--- config.mk ---
export PLATFORM = sky130hd
export DESIGN_NAME = collision_flat
export DESIGN_NICKNAME = d
export VERILOG_FILES = /design/src/mmio_pkg.sv /design/src/copro_if.sv /design/src/collision.sv /design/src/flat_wrapper.sv
export SDC_FILE = /design/constraint.sdc
export NUM_CORES = 1
export LEC_CHECK = 0
export BUFFER_PORTS_ARGS = -buffer_cell sky130_fd_sc_hd__buf_2
export CAP_MARGIN = 30
export CORE_MARGIN = 2
export CORE_UTILIZATION = 50
export DETAILED_ROUTE_END_ITERATION = 10
export PLACE_DENSITY = 0.85
export SETUP_SLACK_MARGIN = 0.15
export SLEW_MARGIN = 20
export SYNTH_ARGS = -nofsm -noshare
export SYNTH_HDL_FRONTEND = slang
export SYNTH_SLANG_ARGS = --single-unit
--- constraint.sdc ---
create_clock -name vclk -period 9.3
set_input_delay 1.395 -clock vclk [all_inputs]
set_output_delay 1.395 -clock vclk [all_outputs]
set_load 0.01 [all_outputs]
--- src/mmio_pkg.sv ---
package mmio_pkg;

	// One 32-bit coordinate word, raw from the bus or split into x and y
	typedef union packed {
		logic [31:0] raw;                 // As written by the processor
		struct packed {
			logic signed [15:0] x;        // Upper half
			logic signed [15:0] y;        // Lower half
		} xy;
	} coord_u;

	// Block field, address bits 11:7
	localparam logic [4:0] blk_phys_p1 = 5'd0;
	localparam logic [4:0] blk_phys_p2 = 5'd1;
	localparam logic [4:0] blk_ctrl_p1 = 5'd4;
	localparam logic [4:0] blk_ctrl_p2 = 5'd5;
	localparam logic [4:0] blk_stage   = 5'd10;
	localparam logic [4:0] blk_coll_p1 = 5'd12;
	localparam logic [4:0] blk_coll_p2 = 5'd13;

	// Register field, address bits 6:2
	localparam logic [4:0] reg_gravity    = 5'd0;  // Physics blocks
	localparam logic [4:0] reg_wind       = 5'd1;
	localparam logic [4:0] reg_start      = 5'd2;
	localparam logic [4:0] reg_knock      = 5'd3;
	localparam logic [4:0] reg_size       = 5'd0;  // Collision blocks
	localparam logic [4:0] reg_stage_pos  = 5'd0;  // Stage block
	localparam logic [4:0] reg_stage_size = 5'd1;

	// Horizontal step per frame while a direction is held
	localparam logic [31:0] move_step = 32'd4;

	// Power-up values
	localparam logic [31:0] rst_gravity     = 32'h0001_0000;
	localparam logic [31:0] rst_wind        = 32'h0000_0000;
	localparam logic [31:0] rst_start_p1    = 32'h0160_00fa;  // x 352, y 250
	localparam logic [31:0] rst_start_p2    = 32'h01a9_00fa;  // x 425, y 250
	localparam logic [31:0] rst_player_size = 32'h0085_007d;
	localparam logic [31:0] rst_stage_pos   = 32'h0143_0014;
	localparam logic [31:0] rst_stage_size  = 32'h01fa_00c8;

	// Controller word bits
	localparam int btn_left  = 0;
	localparam int btn_right = 1;

	// Collision side bits
	localparam int coll_left   = 0;
	localparam int coll_right  = 1;
	localparam int coll_top    = 2;
	localparam int coll_bottom = 3;

endpackage

--- src/copro_if.sv ---
`timescale 1ns/1ps

interface copro_if import mmio_pkg::*; ();

	coord_u     gravity;       // Per-frame acceleration, y half used
	coord_u     wind;          // Per-frame drift, x half used
	coord_u     start;         // Spawn position
	coord_u     knock;         // One-shot impulse
	logic       start_load;    // Pulse after a start write
	logic       knock_load;    // Pulse after a knock write
	coord_u     player_size;   // Width and height
	coord_u     position;      // Current top-left corner
	logic [3:0] coll;          // Side bits against the stage

	modport regs (
		output gravity, wind, start, knock, start_load, knock_load, player_size,
		input  position, coll
	);

	modport phys (
		input  gravity, wind, start, knock, start_load, knock_load, coll,
		output position
	);

	modport coll_unit (
		input  position, player_size,
		output coll
	);

endinterface

--- src/collision.sv ---
`timescale 1ns/1ps

module collision import mmio_pkg::*; (
	input  coord_u       stage_pos,
	input  coord_u       stage_size,
	copro_if.coll_unit   bus
);

	logic [16:0] px, py, pw, ph;  // Player, one spare bit so edges never wrap
	logic [16:0] sx, sy, sw, sh;  // Stage
	logic [16:0] p_right, p_bot;
	logic [16:0] s_right, s_bot;
	logic        overlap;

	assign px = {1'b0, bus.position.xy.x};  // Halves taken as unsigned
	assign py = {1'b0, bus.position.xy.y};
	assign pw = {1'b0, bus.player_size.xy.x};
	assign ph = {1'b0, bus.player_size.xy.y};
	assign sx = {1'b0, stage_pos.xy.x};
	assign sy = {1'b0, stage_pos.xy.y};
	assign sw = {1'b0, stage_size.xy.x};
	assign sh = {1'b0, stage_size.xy.y};

	assign p_right = px + pw;
	assign p_bot   = py + ph;
	assign s_right = sx + sw;
	assign s_bot   = sy + sh;

	assign overlap = (px < s_right) && (sx < p_right) && (py < s_bot) && (sy < p_bot);

	assign bus.coll[coll_left]   = overlap && (px < sx);
	assign bus.coll[coll_right]  = overlap && (p_right > s_right);
	assign bus.coll[coll_top]    = overlap && (p_bot > s_bot);
	assign bus.coll[coll_bottom] = overlap && (py < sy);

	always_comb begin
		if (!overlap)
			assert (bus.coll == 4'b0000) else $error("side bit set without overlap");
	end

endmodule

--- src/flat_wrapper.sv ---
// flat-port wrapper written by rule: the top's interface ports become plain ports
module collision_flat import mmio_pkg::*;
  (stage_pos, stage_size, bus_position, bus_player_size, bus_coll);
  copro_if bus_i ();
  input  coord_u stage_pos;
  input  coord_u stage_size;
  input wire logic [$bits(bus_i.position)-1:0] bus_position;
  input wire logic [$bits(bus_i.player_size)-1:0] bus_player_size;
  output wire logic [$bits(bus_i.coll)-1:0] bus_coll;
  assign bus_i.position = bus_position;
  assign bus_i.player_size = bus_player_size;
  assign bus_coll = bus_i.coll;
  collision u_core (.stage_pos(stage_pos), .stage_size(stage_size), .bus(bus_i));
endmodule
==> summary.txt <==
Floorplan
  • # IOs: 132
  • Core ar.: 10890 µm²
  • DIE WIDTH: 109.9 µm
  • Row count: 38
  • Initial core utilization: 0.5146
  • Die Area: 12070 µm²
  • Die H: 109.9 µm

STA
  • Setup TNS: 0 ps
  • Slew at the pin closest to its max-slew limit: 536.8 ps
  • Rel. slew slack: 0.6328
  • Final min period: 7261 ps
  • Setup WS post-layout: 2039 ps
  • Peak Freq: 137.7 MHz
  • RSZ-0062 raised after global routing: false
  • Hold Slack: 3218 ps
  • Setup violators final: 0
  • Fin. Hold Viols: 0
  • Tcrit/Tclk final: 0.7807
  • Final-report max-slew violation count: 0

Synthesis
  • Yosys warnings: 0
  • Cells after Synth: 713
  • Top cells by area, synth: ha_1, a21oi_1, a21o_1, inv_1, xnor2_1
  • Avg Inst Size Synth: 7.858 µm²
  • Top cell type's share of synthesized area: 0.4131
  • Synth cell count leaders: ha_1, inv_1, a21oi_1, a21o_1, nor2_1
  • Most numerous cell in the Yosys netlist: ha_1
  • Mapped Nets: 1030
  • Post-synth cell types: 61
  • Sequential share of the synthesized area: 0
  • Cell Area, Synth: 5603 µm²
  • Area leader, netlist: ha_1

Worst setup path
  • Startpoint types: primary input
  • CP Max Fanout: 4
  • Data arrival, critical path: 5870 ps
  • WP data required: 7910 ps
  • CP Class: primary input to output port
  • Crit end category: output port

Outcome
  • Status: finished clean

Drt
  • Number of vias per cell: 5.767
  • Post-Route WL: 13.97 mm
  • ANT nets after route: 0
  • Wire per inst: 14.20 µm
  • Via Count: 5675
  • First-pass detailed-route iteration total: 4
  • Starting DRT DRC Count: 297
  • DRC viols: 0

GRT
  • GRT overflow: 0
  • Total GRT Usage: 0.2248
  • Initial antenna violation count: 0
  • Number of global-route vias before repair: 5431
  • First-pass GRT wire length: 22.47 mm
  • Largest net degree at the start of global routing: 8

Place
  • I/O Buffers: 132
  • Placed Cells: 984
  • Post-Place Cell Area: 6435 µm²
  • Post-Place Worst Slack: 2066 ps
  • Placer Congestion: 0.9107
  • DP Wirelength: 12.70 mm

Clocking
  • # resized after CTS: 0
  • Hold_buf cts: 0
  • # Post-CTS Setup Buffers: 0

Hold path
  • Hold path depth: 4
  • Hold Path End: bus_coll[0]
  • Hold_sp: bus_position[31]
  • Hold Crit Class: primary input to output port

Final layout
  • Layout Cells excl Fill: 984
  • Post-layout instance area: 6435 µm²
  • Final layout net count: 1163
  • Layout cell share with drive strength beyond 1: 0.1825
  • Seq cells: 0
  • Ant. Diodes: 0
  • Syn-to-layout area delta: 14.85%
  • Sequential Area: 0 µm²
  • Clock buffers: 0

Power and ir drop
  • Peak VDD IR: 44.55 µV
  • PD cells: 90.10 nW/µm²
  • Leak: 3.576 nW

Flow run
  • Max-Cap Viols: 0
==> layout by cell type, fill, tap and decap left out, types with 4 or more instances in the layout <==
| cell type | instances |
|---|---|
| nor2_1 | 36 |
| a31oi_1 | 4 |
| buf_2 | 132 |
| nand3_1 | 13 |
| o21bai_1 | 15 |
| fa_1 | 4 |
| o211ai_1 | 7 |
| nand2b_1 | 7 |
| o21ai_0 | 35 |
| inv_1 | 84 |
| a2111oi_0 | 8 |
| o21a_1 | 13 |
| nor2b_1 | 10 |
| nand2_1 | 22 |
| a211oi_1 | 12 |
| xor2_1 | 26 |
| xnor2_1 | 32 |
| nor3_1 | 14 |
| a21oi_1 | 68 |
| nand4_1 | 14 |
| or3_1 | 4 |
| a21o_1 | 42 |
| ha_1 | 185 |
==> layout make-up <==
type                            count  area, µm²
Multi-Input combinational cell    628       5284
Fill cell                        1000       4453
Timing Repair Buffer              132      660.6
Inverter                           84      315.3
Tap cell                          140      175.2
==> routing by layer <==
| metal | global-route usage | part of all wire |
|---|---|---|
| met4 | 0.02893 | 0.013 |
| met1 | 0.2757 | 0.46 |
| met5 | 0 | 0 |
| met2 | 0.4413 | 0.49 |
| met3 | 0.004742 | 0.034 |
==> how the worst max path moves through the flow <==
stage,startpoint,slack [ps],endpoint,cells after the start
floorplan,bus_player_size[0],2800,bus_coll[2],21
global placement,bus_player_size[0],2150,bus_coll[2],23
detailed placement,bus_player_size[0],2070,bus_coll[2],23
CTS,bus_player_size[0],2050,bus_coll[2],23
global route,bus_position[0],1600,bus_coll[1],23
finish,bus_player_size[0],2040,bus_coll[1],23
==> report_power, final <==
| part | switching (mW) | internal, mW | total, mW |
|---|---|---|---|
| Combinational | 0.319 | 0.261 | 0.580 |
| Clock | 0 | 0 | 0 |
| Sequential | 0 | 0 | 0 |
==> logic make-up after synthesis <==
group	synth area share
compound gates	0.2925
fa+ha+maj	0.4314
simple gates	0.1266
buf+inv	0.05694
xor+xnor	0.09067
mux	0.001787
==> through the flow <==
step | util | power [mW]
finish | 0.5910 | 0.5798
global route | 0.5910 | 0.6545
CTS | 0.5910 | 0.5764
detailed placement | 0.5910 | 0.5724
global placement | 0.5910 | 0.5566
floorplan | - | 0.4208
==> critical path, cell delays in order <==
cell	delay (ps)
buf_2	100
ha_1	190
inv_1	70
fa_1	200
nor2b_1	70
o2111a_1	260
nor3_2	240
nor3_1	80
a2111oi_0	390
o21bai_1	170
a21o_1	210
a21o_1	200
xnor2_1	130
ha_1	300
o21a_1	110
o21ai_0	200
nor3_1	90
a211oi_1	280
nor2_1	90
a221oi_1	330
o211ai_2	280
a311oi_2	310
buf_2	190
Power figures use the tool's default switching activity.
