`config.mk`:
```
export PLATFORM = sky130hd
export DESIGN_NAME = copro_regs_flat
export DESIGN_NICKNAME = d
export VERILOG_FILES = /design/src/mmio_pkg.sv /design/src/copro_if.sv /design/src/copro_regs.sv /design/src/flat_wrapper.sv
export SDC_FILE = /design/constraint.sdc
export NUM_CORES = 1
export LEC_CHECK = 0
export BUFFER_PORTS_ARGS = -buffer_cell sky130_fd_sc_hd__buf_4
export CAP_MARGIN = 20
export CORE_AREA = 2 2 225 227
export DETAILED_ROUTE_END_ITERATION = 12
export DIE_AREA = 0 0 227 229
export GPL_ROUTABILITY_DRIVEN = 0
export HOLD_SLACK_MARGIN = 0.08
export SLEW_MARGIN = 0
export SYNTH_ARGS = -nofsm -noshare
export SYNTH_HDL_FRONTEND = slang
export SYNTH_SLANG_ARGS = --single-unit
```
`constraint.sdc`:
```
create_clock -name clock -period 0.93 [get_ports clock]
set_input_delay 0.0465 -clock clock [delete_from_list [all_inputs] [get_ports clock]]
set_output_delay 0.0465 -clock clock [all_outputs]
set_load 0.02 [all_outputs]
```
`src/mmio_pkg.sv`:
```
package mmio_pkg;

	// One 32-bit coordinate word, raw from the bus or split into x and y
	typedef union packed {
		logic [31:0] raw;                 // As written by the processor
		struct packed {
			logic signed [15:0] x;        // Upper half
			logic signed [15:0] y;        // Lower half
		} xy;
	} coord_u;

	// Block field, address bits 11:7
	localparam logic [4:0] blk_phys_p1 = 5'd0;
	localparam logic [4:0] blk_phys_p2 = 5'd1;
	localparam logic [4:0] blk_ctrl_p1 = 5'd4;
	localparam logic [4:0] blk_ctrl_p2 = 5'd5;
	localparam logic [4:0] blk_stage   = 5'd10;
	localparam logic [4:0] blk_coll_p1 = 5'd12;
	localparam logic [4:0] blk_coll_p2 = 5'd13;

	// Register field, address bits 6:2
	localparam logic [4:0] reg_gravity    = 5'd0;  // Physics blocks
	localparam logic [4:0] reg_wind       = 5'd1;
	localparam logic [4:0] reg_start      = 5'd2;
	localparam logic [4:0] reg_knock      = 5'd3;
	localparam logic [4:0] reg_size       = 5'd0;  // Collision blocks
	localparam logic [4:0] reg_stage_pos  = 5'd0;  // Stage block
	localparam logic [4:0] reg_stage_size = 5'd1;

	// Horizontal step per frame while a direction is held
	localparam logic [31:0] move_step = 32'd4;

	// Power-up values
	localparam logic [31:0] rst_gravity     = 32'h0001_0000;
	localparam logic [31:0] rst_wind        = 32'h0000_0000;
	localparam logic [31:0] rst_start_p1    = 32'h0160_00fa;  // x 352, y 250
	localparam logic [31:0] rst_start_p2    = 32'h01a9_00fa;  // x 425, y 250
	localparam logic [31:0] rst_player_size = 32'h0085_007d;
	localparam logic [31:0] rst_stage_pos   = 32'h0143_0014;
	localparam logic [31:0] rst_stage_size  = 32'h01fa_00c8;

	// Controller word bits
	localparam int btn_left  = 0;
	localparam int btn_right = 1;

	// Collision side bits
	localparam int coll_left   = 0;
	localparam int coll_right  = 1;
	localparam int coll_top    = 2;
	localparam int coll_bottom = 3;

endpackage

```
`src/copro_if.sv`:
```
`timescale 1ns/1ps

interface copro_if import mmio_pkg::*; ();

	coord_u     gravity;       // Per-frame acceleration, y half used
	coord_u     wind;          // Per-frame drift, x half used
	coord_u     start;         // Spawn position
	coord_u     knock;         // One-shot impulse
	logic       start_load;    // Pulse after a start write
	logic       knock_load;    // Pulse after a knock write
	coord_u     player_size;   // Width and height
	coord_u     position;      // Current top-left corner
	logic [3:0] coll;          // Side bits against the stage

	modport regs (
		output gravity, wind, start, knock, start_load, knock_load, player_size,
		input  position, coll
	);

	modport phys (
		input  gravity, wind, start, knock, start_load, knock_load, coll,
		output position
	);

	modport coll_unit (
		input  position, player_size,
		output coll
	);

endinterface

```
`src/copro_regs.sv`:
```
`timescale 1ns/1ps

module copro_regs import mmio_pkg::*; (
	input  logic         clock,
	input  logic         rst_n,
	input  logic [12:0]  address,
	input  logic [31:0]  data_in,
	input  logic         wren,
	input  logic [15:0]  ctrl_p1,
	input  logic [15:0]  ctrl_p2,
	copro_if.regs        p1,
	copro_if.regs        p2,
	output coord_u       stage_pos,
	output coord_u       stage_size,
	output logic [31:0]  rd_data     // Readback, one cycle late
);

	logic [4:0]  blk;       // Address bits 11:7
	logic [4:0]  rsel;      // Address bits 6:2
	logic        cop_wr;    // Write into coprocessor space
	logic        wr_phys1;
	logic        wr_phys2;
	logic        wr_stage;
	logic [31:0] rd_next;

	assign blk      = address[11:7];
	assign rsel     = address[6:2];
	assign cop_wr   = wren && address[12];
	assign wr_phys1 = cop_wr && (blk == blk_phys_p1);
	assign wr_phys2 = cop_wr && (blk == blk_phys_p2);
	assign wr_stage = cop_wr && (blk == blk_stage);

	// Player 1 parameters and strobes
	always_ff @(posedge clock or negedge rst_n) begin
		if (!rst_n) begin
			p1.gravity.raw     <= rst_gravity;
			p1.wind.raw        <= rst_wind;
			p1.start.raw       <= rst_start_p1;
			p1.knock.raw       <= '0;
			p1.player_size.raw <= rst_player_size;
			p1.start_load      <= 1'b0;
			p1.knock_load      <= 1'b0;
		end else begin
			p1.start_load <= wr_phys1 && (rsel == reg_start);  // Lands with the new value
			p1.knock_load <= wr_phys1 && (rsel == reg_knock);
			if (wr_phys1) begin
				case (rsel)
					reg_gravity: p1.gravity.raw <= data_in;
					reg_wind:    p1.wind.raw    <= data_in;
					reg_start:   p1.start.raw   <= data_in;
					reg_knock:   p1.knock.raw   <= data_in;
					default:     ;               // Unmapped, dropped
				endcase
			end
			if (cop_wr && blk == blk_coll_p1 && rsel == reg_size)
				p1.player_size.raw <= data_in;
		end
	end

	// Player 2, same map one block up
	always_ff @(posedge clock or negedge rst_n) begin
		if (!rst_n) begin
			p2.gravity.raw     <= rst_gravity;
			p2.wind.raw        <= rst_wind;
			p2.start.raw       <= rst_start_p2;
			p2.knock.raw       <= '0;
			p2.player_size.raw <= rst_player_size;
			p2.start_load      <= 1'b0;
			p2.knock_load      <= 1'b0;
		end else begin
			p2.start_load <= wr_phys2 && (rsel == reg_start);
			p2.knock_load <= wr_phys2 && (rsel == reg_knock);
			if (wr_phys2) begin
				case (rsel)
					reg_gravity: p2.gravity.raw <= data_in;
					reg_wind:    p2.wind.raw    <= data_in;
					reg_start:   p2.start.raw   <= data_in;
					reg_knock:   p2.knock.raw   <= data_in;
					default:     ;
				endcase
			end
			if (cop_wr && blk == blk_coll_p2 && rsel == reg_size)
				p2.player_size.raw <= data_in;
		end
	end

	// Shared stage rectangle
	always_ff @(posedge clock or negedge rst_n) begin
		if (!rst_n) begin
			stage_pos.raw  <= rst_stage_pos;
			stage_size.raw <= rst_stage_size;
		end else if (wr_stage) begin
			if (rsel == reg_stage_pos)
				stage_pos.raw <= data_in;
			if (rsel == reg_stage_size)
				stage_size.raw <= data_in;
		end
	end

	// Read map, stage reads pass a same-cycle write straight through
	always_comb begin
		case (blk)
			blk_phys_p1: rd_next = p1.position.raw;  // Any register
			blk_phys_p2: rd_next = p2.position.raw;
			blk_ctrl_p1: rd_next = {16'h0000, ctrl_p1};
			blk_ctrl_p2: rd_next = {16'h0000, ctrl_p2};
			blk_coll_p1: rd_next = {28'h0, p1.coll};
			blk_coll_p2: rd_next = {28'h0, p2.coll};
			blk_stage: begin
				if (rsel == reg_stage_pos)
					rd_next = wr_stage ? data_in : stage_pos.raw;
				else if (rsel == reg_stage_size)
					rd_next = wr_stage ? data_in : stage_size.raw;
				else
					rd_next = '0;
			end
			default:     rd_next = '0;
		endcase
	end

	always_ff @(posedge clock or negedge rst_n) begin
		if (!rst_n)
			rd_data <= '0;
		else
			rd_data <= rd_next;
	end

	// One bus write pulses at most one load strobe in either player
	a_one_strobe: assert property (
		@(posedge clock) disable iff (!rst_n)
		$onehot0({p1.start_load, p1.knock_load, p2.start_load, p2.knock_load})
	) else $error("two load strobes from one write");

endmodule

```
`src/flat_wrapper.sv`:
```
// flat-port wrapper written by rule: the top's interface ports become plain ports
module copro_regs_flat import mmio_pkg::*;
  (clock, rst_n, address, data_in, wren, ctrl_p1, ctrl_p2, stage_pos, stage_size, rd_data, p1_gravity, p1_wind, p1_start, p1_knock, p1_start_load, p1_knock_load, p1_player_size, p1_position, p1_coll, p2_gravity, p2_wind, p2_start, p2_knock, p2_start_load, p2_knock_load, p2_player_size, p2_position, p2_coll);
  copro_if p1_i ();
  copro_if p2_i ();
  input  logic clock;
  input  logic rst_n;
  input  logic [12:0] address;
  input  logic [31:0] data_in;
  input  logic wren;
  input  logic [15:0] ctrl_p1;
  input  logic [15:0] ctrl_p2;
  output coord_u stage_pos;
  output coord_u stage_size;
  output logic [31:0] rd_data;
  output wire logic [$bits(p1_i.gravity)-1:0] p1_gravity;
  output wire logic [$bits(p1_i.wind)-1:0] p1_wind;
  output wire logic [$bits(p1_i.start)-1:0] p1_start;
  output wire logic [$bits(p1_i.knock)-1:0] p1_knock;
  output wire logic [$bits(p1_i.start_load)-1:0] p1_start_load;
  output wire logic [$bits(p1_i.knock_load)-1:0] p1_knock_load;
  output wire logic [$bits(p1_i.player_size)-1:0] p1_player_size;
  input wire logic [$bits(p1_i.position)-1:0] p1_position;
  input wire logic [$bits(p1_i.coll)-1:0] p1_coll;
  output wire logic [$bits(p2_i.gravity)-1:0] p2_gravity;
  output wire logic [$bits(p2_i.wind)-1:0] p2_wind;
  output wire logic [$bits(p2_i.start)-1:0] p2_start;
  output wire logic [$bits(p2_i.knock)-1:0] p2_knock;
  output wire logic [$bits(p2_i.start_load)-1:0] p2_start_load;
  output wire logic [$bits(p2_i.knock_load)-1:0] p2_knock_load;
  output wire logic [$bits(p2_i.player_size)-1:0] p2_player_size;
  input wire logic [$bits(p2_i.position)-1:0] p2_position;
  input wire logic [$bits(p2_i.coll)-1:0] p2_coll;
  assign p1_gravity = p1_i.gravity;
  assign p1_wind = p1_i.wind;
  assign p1_start = p1_i.start;
  assign p1_knock = p1_i.knock;
  assign p1_start_load = p1_i.start_load;
  assign p1_knock_load = p1_i.knock_load;
  assign p1_player_size = p1_i.player_size;
  assign p1_i.position = p1_position;
  assign p1_i.coll = p1_coll;
  assign p2_gravity = p2_i.gravity;
  assign p2_wind = p2_i.wind;
  assign p2_start = p2_i.start;
  assign p2_knock = p2_i.knock;
  assign p2_start_load = p2_i.start_load;
  assign p2_knock_load = p2_i.knock_load;
  assign p2_player_size = p2_i.player_size;
  assign p2_i.position = p2_position;
  assign p2_i.coll = p2_coll;
  copro_regs u_core (.clock(clock), .rst_n(rst_n), .address(address), .data_in(data_in), .wren(wren), .ctrl_p1(ctrl_p1), .ctrl_p2(ctrl_p2), .p1(p1_i), .p2(p2_i), .stage_pos(stage_pos), .stage_size(stage_size), .rd_data(rd_data));
endmodule
```
==> results.sh <==
export IMPL_status="complete, but fails checks"
export IMPL_violations="negative setup slack"
export IMPL_mostFrequentLayoutCells="632 x buf_4, 364 x dfrtp_1, 222 x mux2_2"
export IMPL_placed_area_um2=23300
export IMPL_grt_pass1_vias=14500
export IMPL_postCtsHoldBufs=135
export IMPL_rows=82
export IMPL_whs_ps=15.0
export IMPL_critPathKind="in2reg"
export IMPL_min_period_ps=1620
export IMPL_grt_start_max_net_pins=74
export IMPL_slew_violations=0
export IMPL_cp_num_buf_inv=3
export IMPL_io_pins=572
export IMPL_die_y_um=229
export IMPL_drt_iter0_drc=613
export IMPL_core_um2=49700
export IMPL_nets=2135
export IMPL_yosysWarnings=0
export IMPL_leakage_nw=14.6
export IMPL_ys_ff_latch=420
export IMPL_worstHoldPathType="in2reg"
export IMPL_power_density_nw_per_um2=1460
export IMPL_clk_pin_slew_ps=60
export IMPL_synth_fp_nets=1295
export IMPL_synth_ff_type="dfrtp_1"
export IMPL_crit_family="simple AND/OR/NAND/NOR gates"
export IMPL_root_buffer="clkbuf_16"
export IMPL_syn_cell_area_um2=17000
export IMPL_synthArstFlopShare_pct=100
export IMPL_worstSetupStartpointType="input pin"
export IMPL_die_area_um2=52000
export IMPL_drive_above_1_share_pct=67.0
export IMPL_dp_cells=2410
export IMPL_synthCells=1143
export IMPL_postRouteAntennaNets=0
export IMPL_rsz0062_at_grt="yes"
export IMPL_cts_tree="yes"
export IMPL_setup_viol=854
export IMPL_mostFrequentLayoutCell="buf_4"
export IMPL_synth_edf_count=0
export IMPL_grt_total_usage_pct=26.7
export IMPL_path_cells="buf_8 -> or4_4 -> or3_4 -> nor3_4 -> buf_6 -> buf_12 -> mux2_2"
export IMPL_fill_cells=3960
export IMPL_critPathRequiredTime_ps=1390
export IMPL_clk_latency_ps=580
export IMPL_vias=13500
export IMPL_fin_skew_ps=9.42
export IMPL_viasPerCell=5.03
export IMPL_vdd_drop_max_mv=1.18
export IMPL_worst_ep_arrival_time_ps=2080
export IMPL_cts_sinks=420
export IMPL_end_kind="flip-flop"
export IMPL_netlist_cell_type_count=40
export IMPL_avgSynthCellArea_um2=14.9
export IMPL_fin_crit_sh_pct=174
export IMPL_cap_violations=0
export IMPL_max_slew_margin_pct=67.4
export IMPL_antenna_found_initial=6
export IMPL_ctsLongestPathBuffers=3
export IMPL_fin_tns_setup_ps=-326490
export IMPL_path_max_fanout=11
export IMPL_areaGrowthSynthToFinish_pct=67.6
export IMPL_routed_wirelength_mm=71.9
export IMPL_die_w_um=227
export IMPL_crit_slowest_cell="or4_4"
export IMPL_drt_pass1_iterations=5
export IMPL_grt_pass1_wl_mm=100
export IMPL_portBuffers=569
export IMPL_fin_cells=2693
export IMPL_hold_viol=0
export IMPL_overflow=0
export IMPL_worst_pin_slew_ps=487
export IMPL_crit_path_max_incr_delay_ps=600
export IMPL_yosysSeqAreaShare_pct=62.2
export IMPL_wire_per_inst_um=26.7
export IMPL_initial_core_util_pct=34.3
export IMPL_post_route_cell_area_um2=28500
export IMPL_drcViolationCount=0
export IMPL_ctsHtreeMaxLevel=2
export IMPL_max_freq_ghz=0.619
export IMPL_hpwl_mm=45.7
export IMPL_worst_slack_ps=-686
export IMPL_cts_buffers_inserted=47
==> worst register-to-register path, cell delays in order, from the launching register on <==
cell and delay (ps):
dfstp_2 540, or3_1 100, o21ai_0 140, o32ai_4 300
==> power by group <==
| part | switching (mW) | total [mW] | internal [mW] |
|---|---|---|---|
| logic | 1.97 | 3.73 | 1.77 |
| clock network | 7.68 | 19.3 | 11.6 |
| registers | 0.104 | 18.6 | 18.5 |
| total | 9.76 | 41.6 | 31.8 |
==> sequential cells by signal, indices dropped and copies added, names as in the netlist <==
name,cells
u_core.stage_size,32
u_core.p1.wind,32
u_core.p1.knock_load,1
u_core.p1.knock,32
u_core.p2.wind,32
u_core.p2.knock_load,1
u_core.p2.start,32
u_core.stage_pos,32
u_core.p1.start,32
u_core.p2.start_load,1
u_core.p1.start_load,1
u_core.p2.knock,32
u_core.p1.player_size,32
u_core.rd_data,32
u_core.p1.gravity,32
u_core.p2.player_size,32
u_core.p2.gravity,32
==> per-stage QoR <==
stage	setup slack [ps]	total power [mW]	util (%)
after detailed placement	-1520	21.9	47.0
after CTS	-625	41.9	56.3
final	-686	41.6	57.5
after floorplan	-1160	19.9	-
after global routing	-707	43.0	57.5
after global placement	-1500	21.8	47.0
==> logic make-up after synthesis <==
| logic type | Yosys count | synth area share, % |
|---|---|---|
| and+or+nand+nor | 104 | 3.42 |
| muxes | 433 | 28.4 |
| buffers and inverters | 105 | 2.71 |
| AOI/OAI and AO/OA | 81 | 3.34 |
| DFF | 420 | 62.2 |
==> layer usage <==
| layer | global-route usage, % | vias up | routed length, um |
|---|---|---|---|
| met2 | 45.2 | 548 | 34900 |
| met1 | 32.3 | 7049 | 28600 |
| li1 | - | 5800 | - |
| met5 | 0 | - | 37 |
| met4 | 9.76 | 6 | 2750 |
| met3 | 7.34 | 138 | 5550 |
==> cell type report <==
class	instances	area, um^2	share of cell area, %
Antenna cell	2	5.00	0.0175
Clock buffer	67	1360	4.77
Clock inverter	18	241	0.846
Inverter	2	7.51	0.0263
Multi-Input combinational cell	618	7180	25.2
Sequential cell	420	10600	37.1
Tap cell	672	841	2.95
Timing Repair Buffer	894	8320	29.2
==> synthesized netlist by cell type, types with 2 or more instances <==
| master | n | area, um^2 |
|---|---|---|
| o221ai_1 | 3 | 26.3 |
| o211ai_1 | 2 | 15.0 |
| clkbuf_1 | 63 | 236 |
| nor2_1 | 35 | 131 |
| a221oi_1 | 2 | 17.5 |
| nand2_1 | 5 | 18.8 |
| buf_2 | 17 | 85.1 |
| nor3_1 | 6 | 30.0 |
| o22a_1 | 11 | 96.3 |
| dfrtp_1 | 364 | 9110 |
| nor4_1 | 3 | 18.8 |
| or4_1 | 4 | 30.0 |
| buf_6 | 3 | 33.8 |
| mux2_2 | 373 | 4200 |
| nand3_1 | 6 | 30.0 |
| nor4_2 | 3 | 37.5 |
| buf_4 | 6 | 45.0 |
| dfstp_2 | 56 | 1470 |
| o32ai_1 | 17 | 149 |
| buf_1 | 13 | 48.8 |
| o31ai_1 | 11 | 82.6 |
| inv_1 | 2 | 7.51 |
| or3_1 | 33 | 206 |
| a21oi_1 | 3 | 15.0 |
| o21ai_0 | 30 | 150 |
| mux2_1 | 13 | 146 |
| mux2i_1 | 46 | 460 |
==> repair_timing <==
item                       CTS  global route
pin swaps                   10            28
cloned                      20             7
buffers inserted            29            15
setup endpoints to repair  836          1030
hold endpoints to repair   840             5
resized for setup          216           113
==> worst paths after layout <==
| kind | start | endpoint | slack, ps | depth (start not counted) |
|---|---|---|---|---|
| max in group asynchronous | rst_n | u_core.p1.wind[18]$_DFFE_PN0P_ | -170 | 4 |
| min in group asynchronous | rst_n | u_core.p2.wind[3]$_DFFE_PN0P_ | 140 | 3 |
| worst max register to register | u_core.stage_size[24]$_DFFE_PN1P_ | u_core.rd_data[24]$_DFF_PN0_ | -240 | 3 |
| worst max-delay path | address[6] | u_core.stage_size[14]$_DFFE_PN0P_ | -690 | 7 |
| worst min-delay path | address[6] | u_core.p1.knock_load$_DFF_PN0_ | 20 | 6 |
| worst min register to register | u_core.p2.gravity[6]$_DFFE_PN0P_ | u_core.p2.gravity[6]$_DFFE_PN0P_ | 510 | 1 |
Power figures use the tool's default switching activity.
