### src/mmio_pkg.sv
package mmio_pkg;

	// One 32-bit coordinate word, raw from the bus or split into x and y
	typedef union packed {
		logic [31:0] raw;                 // As written by the processor
		struct packed {
			logic signed [15:0] x;        // Upper half
			logic signed [15:0] y;        // Lower half
		} xy;
	} coord_u;

	// Block field, address bits 11:7
	localparam logic [4:0] blk_phys_p1 = 5'd0;
	localparam logic [4:0] blk_phys_p2 = 5'd1;
	localparam logic [4:0] blk_ctrl_p1 = 5'd4;
	localparam logic [4:0] blk_ctrl_p2 = 5'd5;
	localparam logic [4:0] blk_stage   = 5'd10;
	localparam logic [4:0] blk_coll_p1 = 5'd12;
	localparam logic [4:0] blk_coll_p2 = 5'd13;

	// Register field, address bits 6:2
	localparam logic [4:0] reg_gravity    = 5'd0;  // Physics blocks
	localparam logic [4:0] reg_wind       = 5'd1;
	localparam logic [4:0] reg_start      = 5'd2;
	localparam logic [4:0] reg_knock      = 5'd3;
	localparam logic [4:0] reg_size       = 5'd0;  // Collision blocks
	localparam logic [4:0] reg_stage_pos  = 5'd0;  // Stage block
	localparam logic [4:0] reg_stage_size = 5'd1;

	// Horizontal step per frame while a direction is held
	localparam logic [31:0] move_step = 32'd4;

	// Power-up values
	localparam logic [31:0] rst_gravity     = 32'h0001_0000;
	localparam logic [31:0] rst_wind        = 32'h0000_0000;
	localparam logic [31:0] rst_start_p1    = 32'h0160_00fa;  // x 352, y 250
	localparam logic [31:0] rst_start_p2    = 32'h01a9_00fa;  // x 425, y 250
	localparam logic [31:0] rst_player_size = 32'h0085_007d;
	localparam logic [31:0] rst_stage_pos   = 32'h0143_0014;
	localparam logic [31:0] rst_stage_size  = 32'h01fa_00c8;

	// Controller word bits
	localparam int btn_left  = 0;
	localparam int btn_right = 1;

	// Collision side bits
	localparam int coll_left   = 0;
	localparam int coll_right  = 1;
	localparam int coll_top    = 2;
	localparam int coll_bottom = 3;

endpackage

### src/copro_if.sv
`timescale 1ns/1ps

interface copro_if import mmio_pkg::*; ();

	coord_u     gravity;       // Per-frame acceleration, y half used
	coord_u     wind;          // Per-frame drift, x half used
	coord_u     start;         // Spawn position
	coord_u     knock;         // One-shot impulse
	logic       start_load;    // Pulse after a start write
	logic       knock_load;    // Pulse after a knock write
	coord_u     player_size;   // Width and height
	coord_u     position;      // Current top-left corner
	logic [3:0] coll;          // Side bits against the stage

	modport regs (
		output gravity, wind, start, knock, start_load, knock_load, player_size,
		input  position, coll
	);

	modport phys (
		input  gravity, wind, start, knock, start_load, knock_load, coll,
		output position
	);

	modport coll_unit (
		input  position, player_size,
		output coll
	);

endinterface

### src/physics_coprocessor.sv
`timescale 1ns/1ps

module physics_coprocessor import mmio_pkg::*; #(
	parameter logic [31:0] rst_pos = rst_start_p1  // Spawn point after reset
) (
	input  logic         clock,
	input  logic         rst_n,
	input  logic         frame,  // One step per pulse
	input  logic [15:0]  ctrl,   // Button levels
	copro_if.phys        bus
);

	coord_u             pend;      // Knockback waiting for the next frame
	coord_u             pos_next;  // Position after this frame's motion
	logic signed [15:0] dx_raw;
	logic signed [15:0] dy_raw;
	logic signed [15:0] dx;        // After collision blocking
	logic signed [15:0] dy;

	always_comb begin
		dx_raw = bus.wind.xy.x + pend.xy.x;
		if (ctrl[btn_right])
			dx_raw = dx_raw + move_step[15:0];
		if (ctrl[btn_left])
			dx_raw = dx_raw - move_step[15:0];  // Both held cancels out
		dy_raw = bus.gravity.xy.y + pend.xy.y;

		dx = dx_raw;
		dy = dy_raw;
		if (dy_raw > 0 && bus.coll[coll_bottom])
			dy = '0;                 // Standing on something
		if (dy_raw < 0 && bus.coll[coll_top])
			dy = '0;
		if (dx_raw > 0 && bus.coll[coll_left])
			dx = '0;
		if (dx_raw < 0 && bus.coll[coll_right])
			dx = '0;

		pos_next.xy.x = bus.position.xy.x + dx;  // Wraps at 16 bits
		pos_next.xy.y = bus.position.xy.y + dy;
	end

	always_ff @(posedge clock or negedge rst_n) begin
		if (!rst_n) begin
			bus.position.raw <= rst_pos;
		end else if (bus.start_load) begin
			bus.position <= bus.start;      // Respawn beats the frame step
		end else if (frame) begin
			bus.position <= pos_next;
		end
	end

	// Impulse is consumed only by a frame that actually moved the player
	always_ff @(posedge clock or negedge rst_n) begin
		if (!rst_n) begin
			pend.raw <= '0;
		end else if (bus.knock_load) begin
			pend <= bus.knock;              // Fresh impulse held for the next frame
		end else if (frame && !bus.start_load) begin
			pend.raw <= '0;                 // Applied once
		end
	end

	// Position only moves on a frame or a respawn
	a_pos_hold: assert property (
		@(posedge clock) disable iff (!rst_n)
		!frame && !bus.start_load |=> $stable(bus.position.raw)
	) else $error("position moved without frame or start_load");

endmodule

### src/flat_wrapper.sv
// flat-port wrapper written by rule: the top's interface ports become plain ports
module physics_coprocessor_flat import mmio_pkg::*;
#(
	parameter logic [31:0] rst_pos = rst_start_p1                            
)
  (clock, rst_n, frame, ctrl, bus_gravity, bus_wind, bus_start, bus_knock, bus_start_load, bus_knock_load, bus_coll, bus_position);
  copro_if bus_i ();
  input  logic clock;
  input  logic rst_n;
  input  logic frame;
  input  logic [15:0] ctrl;
  input wire logic [$bits(bus_i.gravity)-1:0] bus_gravity;
  input wire logic [$bits(bus_i.wind)-1:0] bus_wind;
  input wire logic [$bits(bus_i.start)-1:0] bus_start;
  input wire logic [$bits(bus_i.knock)-1:0] bus_knock;
  input wire logic [$bits(bus_i.start_load)-1:0] bus_start_load;
  input wire logic [$bits(bus_i.knock_load)-1:0] bus_knock_load;
  input wire logic [$bits(bus_i.coll)-1:0] bus_coll;
  output wire logic [$bits(bus_i.position)-1:0] bus_position;
  assign bus_i.gravity = bus_gravity;
  assign bus_i.wind = bus_wind;
  assign bus_i.start = bus_start;
  assign bus_i.knock = bus_knock;
  assign bus_i.start_load = bus_start_load;
  assign bus_i.knock_load = bus_knock_load;
  assign bus_i.coll = bus_coll;
  assign bus_position = bus_i.position;
  physics_coprocessor #(.rst_pos(rst_pos)) u_core (.clock(clock), .rst_n(rst_n), .frame(frame), .ctrl(ctrl), .bus(bus_i));
endmodule
### config.mk
export PLATFORM = sky130hd
export DESIGN_NAME = physics_coprocessor_flat
export DESIGN_NICKNAME = d
export VERILOG_FILES = /design/src/mmio_pkg.sv /design/src/copro_if.sv /design/src/physics_coprocessor.sv /design/src/flat_wrapper.sv
export SDC_FILE = /design/constraint.sdc
export NUM_CORES = 1
export LEC_CHECK = 0
export BUFFER_PORTS_ARGS = -buffer_cell sky130_fd_sc_hd__buf_2
export CORE_ASPECT_RATIO = 1.2
export CORE_MARGIN = 8
export CORE_UTILIZATION = 50
export CTS_CLUSTER_SIZE = 24
export DETAILED_ROUTE_END_ITERATION = 8
export HOLD_SLACK_MARGIN = 0.12
export PLACE_DENSITY = 0.86
export SLEW_MARGIN = 20
export SYNTH_ARGS = -nofsm -noshare
export SYNTH_HDL_FRONTEND = slang
export SYNTH_SLANG_ARGS = --single-unit
### constraint.sdc
create_clock -name clock -period 8.81 [get_ports clock]
set_input_delay 2.643 -clock clock [delete_from_list [all_inputs] [get_ports clock]]
set_output_delay 2.643 -clock clock [all_outputs]
set_load 0.005 [all_outputs]
==> flow_metrics.py, run 1 <==
metrics = {
    "placed_design": {
        "globalplace.congestion": 0.863,
        "dp_hpwl_mm": 13.4,
        "io_buffers": 138,
        "place_area_mm2": 0.00760,
        "post-place-ws_ps": -509,
    },
    "clock_network": {
        "clk_latency_ps": 330,
        "clkTransAtPathRegs_ps": 50,
        "cts_tree": "yes",
        "cts_buffer_depth": 2,
        "clock-sinks": 64,
        "cts-root-buf": "clkbuf_16",
        "cts_hold_buffers": 0,
        "numCtsBuffers": 9,
        "h-tree-depth": 3,
    },
    "yosys": {
        "syn_area_mm2": 0.00625,
        "ys_seq_elements": 64,
        "ys_seq_area_share_pct": 25.8,
        "yosysUniqueCellTypes": 72,
        "ys.flop_type": "dfrtp_1",
        "yosys_warnings": 0,
        "ys_top_cells_by_area": "dfrtp_1 22%, ha_1 12%, xnor2_1 6.9%",
        "syn_inst": 731,
        "synth_top_area_share_pct": 22.0,
        "syn_nets": 950,
        "syn_avg_cell_area_um2": 8.55,
        "synth_enable_flop_cells": 0,
        "async_flop_share_pct": 100,
        "synth_top_area_cell": "dfrtp_1",
    },
    "pwr": {
        "clkPwrFrac_pct": 22.2,
        "pwr_density_cell_mw_per_mm2": 237,
        "p_comb_share_pct": 56.5,
        "p_leak_nw": 3.92,
        "p_int_mw": 1.17,
        "ir_drop_uv": 106,
        "seq_power_share_pct": 21.4,
        "power.switching_mw": 0.747,
        "p_sw_share_pct": 38.9,
    },
    "setup_path": {
        "cp.required_ps": 9020,
        "r2r_slack_ps": 2320,
        "r2r_end": "u_core.bus.position[30]",
        "start_kind": "input pin",
        "path_common_cell": "o21ai_1",
        "endpoint_kind": "register",
        "crit_family": "compound AO/OA/AOI/OAI gates",
        "cp.arrival_ps": 8730,
        "max_stage_delay_ps": 490,
        "slowest_stage": "or4b_1",
        "reg2reg_depth": 29,
        "worstReg2RegStart": "u_core.pend[16]",
        "path_max_fanout": 4,
        "path_class": "in -> reg",
        "cp_num_buf_inv": 2,
    },
    "timing": {
        "drv_slew": 0,
        "relSlewSlack_pct": 33.8,
        "period_share_pct": 96.7,
        "setup_violations": 0,
        "skew_ps": 6.18,
        "tightest_slew_ps": 993,
        "hold_violations": 0,
        "fin_crit_ps": 8520,
        "finalSetupTns_ps": 0,
        "setup_slack_ps": 290,
        "fmax_mhz": 117,
    },
    "grt": {
        "use_met3_pct": 4.32,
        "grt_max_degree": 65,
        "grtUsageMet2_pct": 35.4,
        "grt_pass1_vias": 6300,
        "antenna_found_initial": 2,
        "grtUsageMet1_pct": 25.4,
        "top_usage_layer": "met2",
        "grt_first_pass_wirelength_mm": 29.2,
        "grt.overflow.total": 0,
        "grt.total_usage_pct": 21.0,
    },
    "final_layout": {
        "nNetsFinal": 1153,
        "area_delta_synth_final_pct": 29.7,
        "layout-drive-gt1-share_pct": 30.8,
        "final_cell_area_mm2": 0.00811,
    },
    "floorplanning": {
        "die-area_mm2": 0.0163,
        "die_h_um": 138,
        "core_area_mm2": 0.0122,
        "start_util_pct": 51.4,
        "io_pins": 185,
        "die_w_um": 118,
        "rows": 44,
    },
    "drt": {
        "vias": 6117,
        "detail_route.iter0.violations": 270,
        "vias_per_cell": 5.55,
        "wire_per_inst_um": 15.9,
        "drt_pass1_iterations": 5,
        "drc": 0,
        "ant_nets": 0,
        "routed_wl_mm": 17.5,
    },
    "hold_path": {
        "whs_path_depth": 1,
        "min_to": "u_core.pend[22]",
        "min_from": "u_core.pend[22]",
        "hold_path.class": "reg -> reg",
    },
    "run": {
        "cap_violations": 0,
    },
    "outcome": {
        "status": "complete, no violations",
    },
}
[power by group through the flow]
stage / logic, mW / registers (mW) / clock network [mW]
after floorplan: 0.705 / 0.406 / 0
final: 1.08 / 0.410 / 0.426
after detailed placement: 1.01 / 0.414 / 0
after global routing: 1.21 / 0.417 / 0.445
after CTS: 1.04 / 0.410 / 0.431
after global placement: 0.977 / 0.411 / 0
[cells in the mapped netlist (8+ instances only)]
| library cell | n |
|---|---|
| mux2i_1 | 23 |
| nor3_1 | 32 |
| a31oi_1 | 9 |
| a21oi_1 | 43 |
| a22o_1 | 32 |
| nor3b_1 | 8 |
| xor2_1 | 20 |
| o21bai_1 | 8 |
| dfrtp_1 | 55 |
| clkbuf_1 | 20 |
| and3_1 | 10 |
| xnor2_1 | 49 |
| nand2_1 | 61 |
| o21ai_0 | 56 |
| nor2b_1 | 11 |
| ha_1 | 62 |
| nor2_1 | 54 |
| inv_1 | 30 |
| or2_2 | 8 |
| dfstp_2 | 9 |
| o21a_1 | 10 |
| a21o_1 | 14 |
[layer usage]
metal | up-vias | part of all wire [%] | wire length (um)
met4 | 0 | 3.1 | 541
met1 | 2813 | 44 | 7680
met2 | 179 | 48 | 8460
li1 | 3082 | - | -
met3 | 43 | 4.8 | 844
met5 | - | 0 | 0
[registers in the layout, indices dropped and copies added, names as in the netlist]
register             count
u_core.bus.position     32
u_core.pend             32
[logic make-up (layout without fill, tap and decap cells)]
kind of cell / after synthesis / after routing / share of synthesized area (%)
fa+ha+maj: 66 / 66 / 13.7
mux: 27 / 27 / 4.41
other cells: 0 / 2 / 0
buf+inv: 56 / 264 / 3.48
xor+xnor: 70 / 70 / 10.0
compound gates: 214 / 214 / 23.5
flops: 64 / 64 / 25.8
simple gates: 234 / 234 / 19.0
[repair_timing]
item                       4_1_cts  5_1_grt
setup endpoints to repair        4       11
hold endpoints to repair         0        0
pin swaps                        2       10
resized for setup                7       27
setup buffers                    2        3
[layout by cell type (no fill, tap or decap), drive strengths merged, types with 4 or more instances in the layout]
cell    instances
a21boi          6
a21o           14
a21oi          43
a22o           32
a22oi           4
a31oi           9
and2            5
and3           10
buf           215
clkbuf         11
dfrtp          55
dfstp           9
fa              4
ha             62
inv            33
mux2            4
mux2i          23
nand2          61
nand2b          4
nand3           7
nand3b          5
nand4           7
nor2           55
nor2b          11
nor3           33
nor3b           8
o21a           10
o21ai          59
o21bai          8
or2             9
or3             5
or4             4
xnor2          49
xor2           20
[worst max-delay path by stage]
stage	slack, ps	depth (start not counted)	end	from
2_1_floorplan	40	30	u_core.bus.position[30]	bus_wind[16]
3_3_place_gp	-330	30	u_core.bus.position[30]	bus_wind[16]
3_5_place_dp	-510	30	u_core.bus.position[30]	bus_wind[16]
4_1_cts	-7	30	u_core.bus.position[30]	bus_wind[16]
5_1_grt	-90	30	u_core.bus.position[28]	bus_wind[16]
6_report	290	30	u_core.bus.position[30]	bus_wind[16]
[cell type report]
cell class,instances,area [um2]
antenna,2,5.00
clock buffer,11,253
clock inverter,5,103
fill,1024,4060
inverter,33,124
multi-input combinational,611,4540
sequential,64,1610
tap,161,201
timing repair buffer,215,1270
[worst register-to-register path, delay by kind of cell (launching register included)]
kind | cells | cell delay [ps]
AOI/OAI and AO/OA | 17 | 3120
and+or+nand+nor | 5 | 1340
adders and majority gates | 4 | 1140
DFF | 1 | 390
xor gates and xnor gates | 2 | 330
buffers and inverters | 1 | 60
[through the flow]
stage | power [mW] | utilization [%] | cells | hold WS (ps)
6_report | 1.92 | 66.6 | 1102 | 494
3_3_place_gp | 1.39 | 62.4 | 1079 | 482
4_1_cts | 1.88 | 65.7 | 1097 | 503
3_5_place_dp | 1.43 | 62.4 | 1079 | 485
2_1_floorplan | 1.11 | - | 731 | 467
5_1_grt | 2.07 | 66.6 | 1102 | 511
No activity file was read; power rests on OpenSTA's default activity.
==> run 2, diff against run 1 <==
--- a/config.mk
+++ b/config.mk
@@ -13,6 +13,7 @@
 export DETAILED_ROUTE_END_ITERATION = 8
 export HOLD_SLACK_MARGIN = 0.12
 export PLACE_DENSITY = 0.86
+export REMOVE_ABC_BUFFERS = 1
 export SLEW_MARGIN = 20
 export SYNTH_ARGS = -nofsm -noshare
 export SYNTH_HDL_FRONTEND = slang
==> run 2 against run 1 <==
Against the previous run:
- flip-flop and latch count unchanged
- core utilization decreased by 1.2 points
- total power decreased by 4.7%
- critical endpoint is now u_core.bus.position[28]
==> flow_metrics.py, run 2 (same netlist as run 1, synthesis figures left out) <==
metrics = {
    "setup_path": {
        "cp.arrival_ps": 8850,
        "cp_num_buf_inv": 2,
        "cp.required_ps": 9060,
        "path_common_cell": "o21ai_1",
        "start_kind": "input pin",
        "worstReg2RegStart": "u_core.pend[16]",
        "crit_path_start": "bus_wind[16]",
        "path_class": "in -> reg",
        "max_stage_delay_ps": 540,
        "crit_family": "compound AO/OA/AOI/OAI gates",
        "endpoint_kind": "register",
        "path_max_fanout": 4,
        "slowest_stage": "or4_4",
    },
    "clock_network": {
        "numCtsBuffers": 9,
        "cts_hold_buffers": 0,
        "cts-root-buf": "clkbuf_16",
        "clk_latency_ps": 330,
        "cts_buffer_depth": 2,
        "clock-sinks": 64,
        "h-tree-depth": 3,
        "cts_tree": "yes",
        "clkTransAtPathRegs_ps": 50,
    },
    "pwr": {
        "p_leak_nw": 3.86,
        "p_sw_share_pct": 39.1,
        "power.switching_mw": 0.715,
        "p_int_mw": 1.12,
        "p_comb_share_pct": 56.6,
        "pwr_density_cell_mw_per_mm2": 230,
        "ir_drop_uv": 103,
        "clkPwrFrac_pct": 21.1,
        "seq_power_share_pct": 22.4,
    },
    "final_layout": {
        "instances_no_fill": 1091,
        "layout-drive-gt1-share_pct": 29.2,
        "final_common_cell": "buf_2",
        "diodes": 0,
        "final_cell_area_mm2": 0.00796,
        "nNetsFinal": 1144,
        "largest_registers": "u_core.bus.position (32), u_core.pend (32)",
        "most-common-layout-cells": "138 x buf_2, 68 x buf_4, 61 x nand2_1, 61 x ha_1, 55 x dfrtp_1",
        "area_delta_synth_final_pct": 27.4,
    },
    "drt": {
        "drc": 0,
        "vias_per_cell": 5.62,
        "detail_route.iter0.violations": 317,
        "wire_per_inst_um": 15.4,
        "drt_pass1_iterations": 4,
        "ant_nets": 0,
        "routed_wl_mm": 16.8,
        "vias": 6130,
    },
    "hold_path": {
        "hold_path.class": "reg -> reg",
        "min_from": "u_core.pend[29]",
    },
    "floorplanning": {
        "start_util_pct": 51.4,
        "rows": 44,
        "core_area_mm2": 0.0122,
        "die_h_um": 138,
        "io_pins": 185,
        "die-area_mm2": 0.0163,
        "die_w_um": 118,
    },
    "run": {
        "cap_violations": 0,
    },
    "grt": {
        "grt.overflow.total": 0,
        "antenna_found_initial": 0,
        "grt.total_usage_pct": 20.5,
        "grt_first_pass_wirelength_mm": 28.6,
        "grt_max_degree": 65,
        "grt_pass1_vias": 6267,
    },
    "placed_design": {
        "dp_hpwl_mm": 13.2,
        "globalplace.congestion": 0.828,
        "io_buffers": 138,
        "place_area_mm2": 0.00754,
        "placedCellCount": 1072,
    },
    "outcome": {
        "status": "complete, no violations",
    },
    "timing": {
        "hold_violations": 0,
        "fin_crit_ps": 8600,
        "relSlewSlack_pct": 44.1,
        "tightest_slew_ps": 838,
        "fmax_mhz": 116,
        "period_share_pct": 97.6,
        "rsz0062_at_grt": "yes",
        "drv_slew": 0,
        "whs_ps": 495,
        "setup_violations": 0,
        "skew_ps": 6.85,
    },
}
## run 2: repair_timing
item,CTS,global route
resized for setup,4,25
endpoints found under the setup margin,4,9
pin swaps,3,10
setup buffers,1,2
cloned,0,0
## run 2: path summary, 6_finish.rpt
check	end	slack [ps]	cells after the start
setup / recovery	u_core.bus.position[28]	210	30
hold / removal	u_core.pend[29]	490	1
setup reg to reg	u_core.bus.position[28]	2240	29
hold reg to reg	u_core.pend[29]	490	1
max in group asynchronous	u_core.bus.position[25]	5750	2
min in group asynchronous	u_core.bus.position[16]	2460	2
## run 2: metal layers
metal | wire (um) | GRT usage [%] | up-vias
li1 | - | - | 3067
met1 | 7210 | 24.1 | 2904
met2 | 8540 | 36.5 | 139
met3 | 783 | 4.07 | 20
met4 | 230 | 6.76 | 0
met5 | 0 | 0 | -
## run 2: area by class of cell
cell class                      instances  area, um2
Clock buffer                           12        246
Multi-Input combinational cell        611       4500
Tap cell                              161        201
Fill cell                            1053       4210
Sequential cell                        64       1610
Clock inverter                          4       70.1
Timing Repair Buffer                  206       1200
Inverter                               33        124
## run 2: per-stage QoR
stage | total power [mW] | setup WS [ps] | utilization, % | setup TNS (ps)
final | 1.83 | 211 | 65.4 | 0
after global routing | 1.98 | -71.8 | 65.4 | -197
after CTS | 1.81 | 27.4 | 64.7 | 0
after detailed placement | 1.41 | -638 | 61.9 | -2290
after global placement | 1.36 | -273 | 61.9 | -825
after floorplan | 1.10 | 50.6 | - | 0
## run 2: worst register-to-register path, delay by kind of cell (launching register included)
| family | cells | cell delay (ps) |
|---|---|---|
| AOI/OAI and AO/OA | 15 | 2860 |
| muxes | 1 | 100 |
| xor gates and xnor gates | 2 | 320 |
| and+or+nand+nor | 6 | 1630 |
| buffers and inverters | 1 | 50 |
| DFF | 1 | 380 |
| adders and majority gates | 4 | 1160 |
## run 2: power groups by stage
stage                     Combinational, mW  Sequential (mW)  Clock [mW]
after detailed placement              0.996            0.413           0
after floorplan                       0.692            0.406           0
final                                  1.04            0.409       0.386
after global placement                0.954            0.410           0
after CTS                              1.01            0.409       0.392
after global routing                   1.16            0.417       0.406
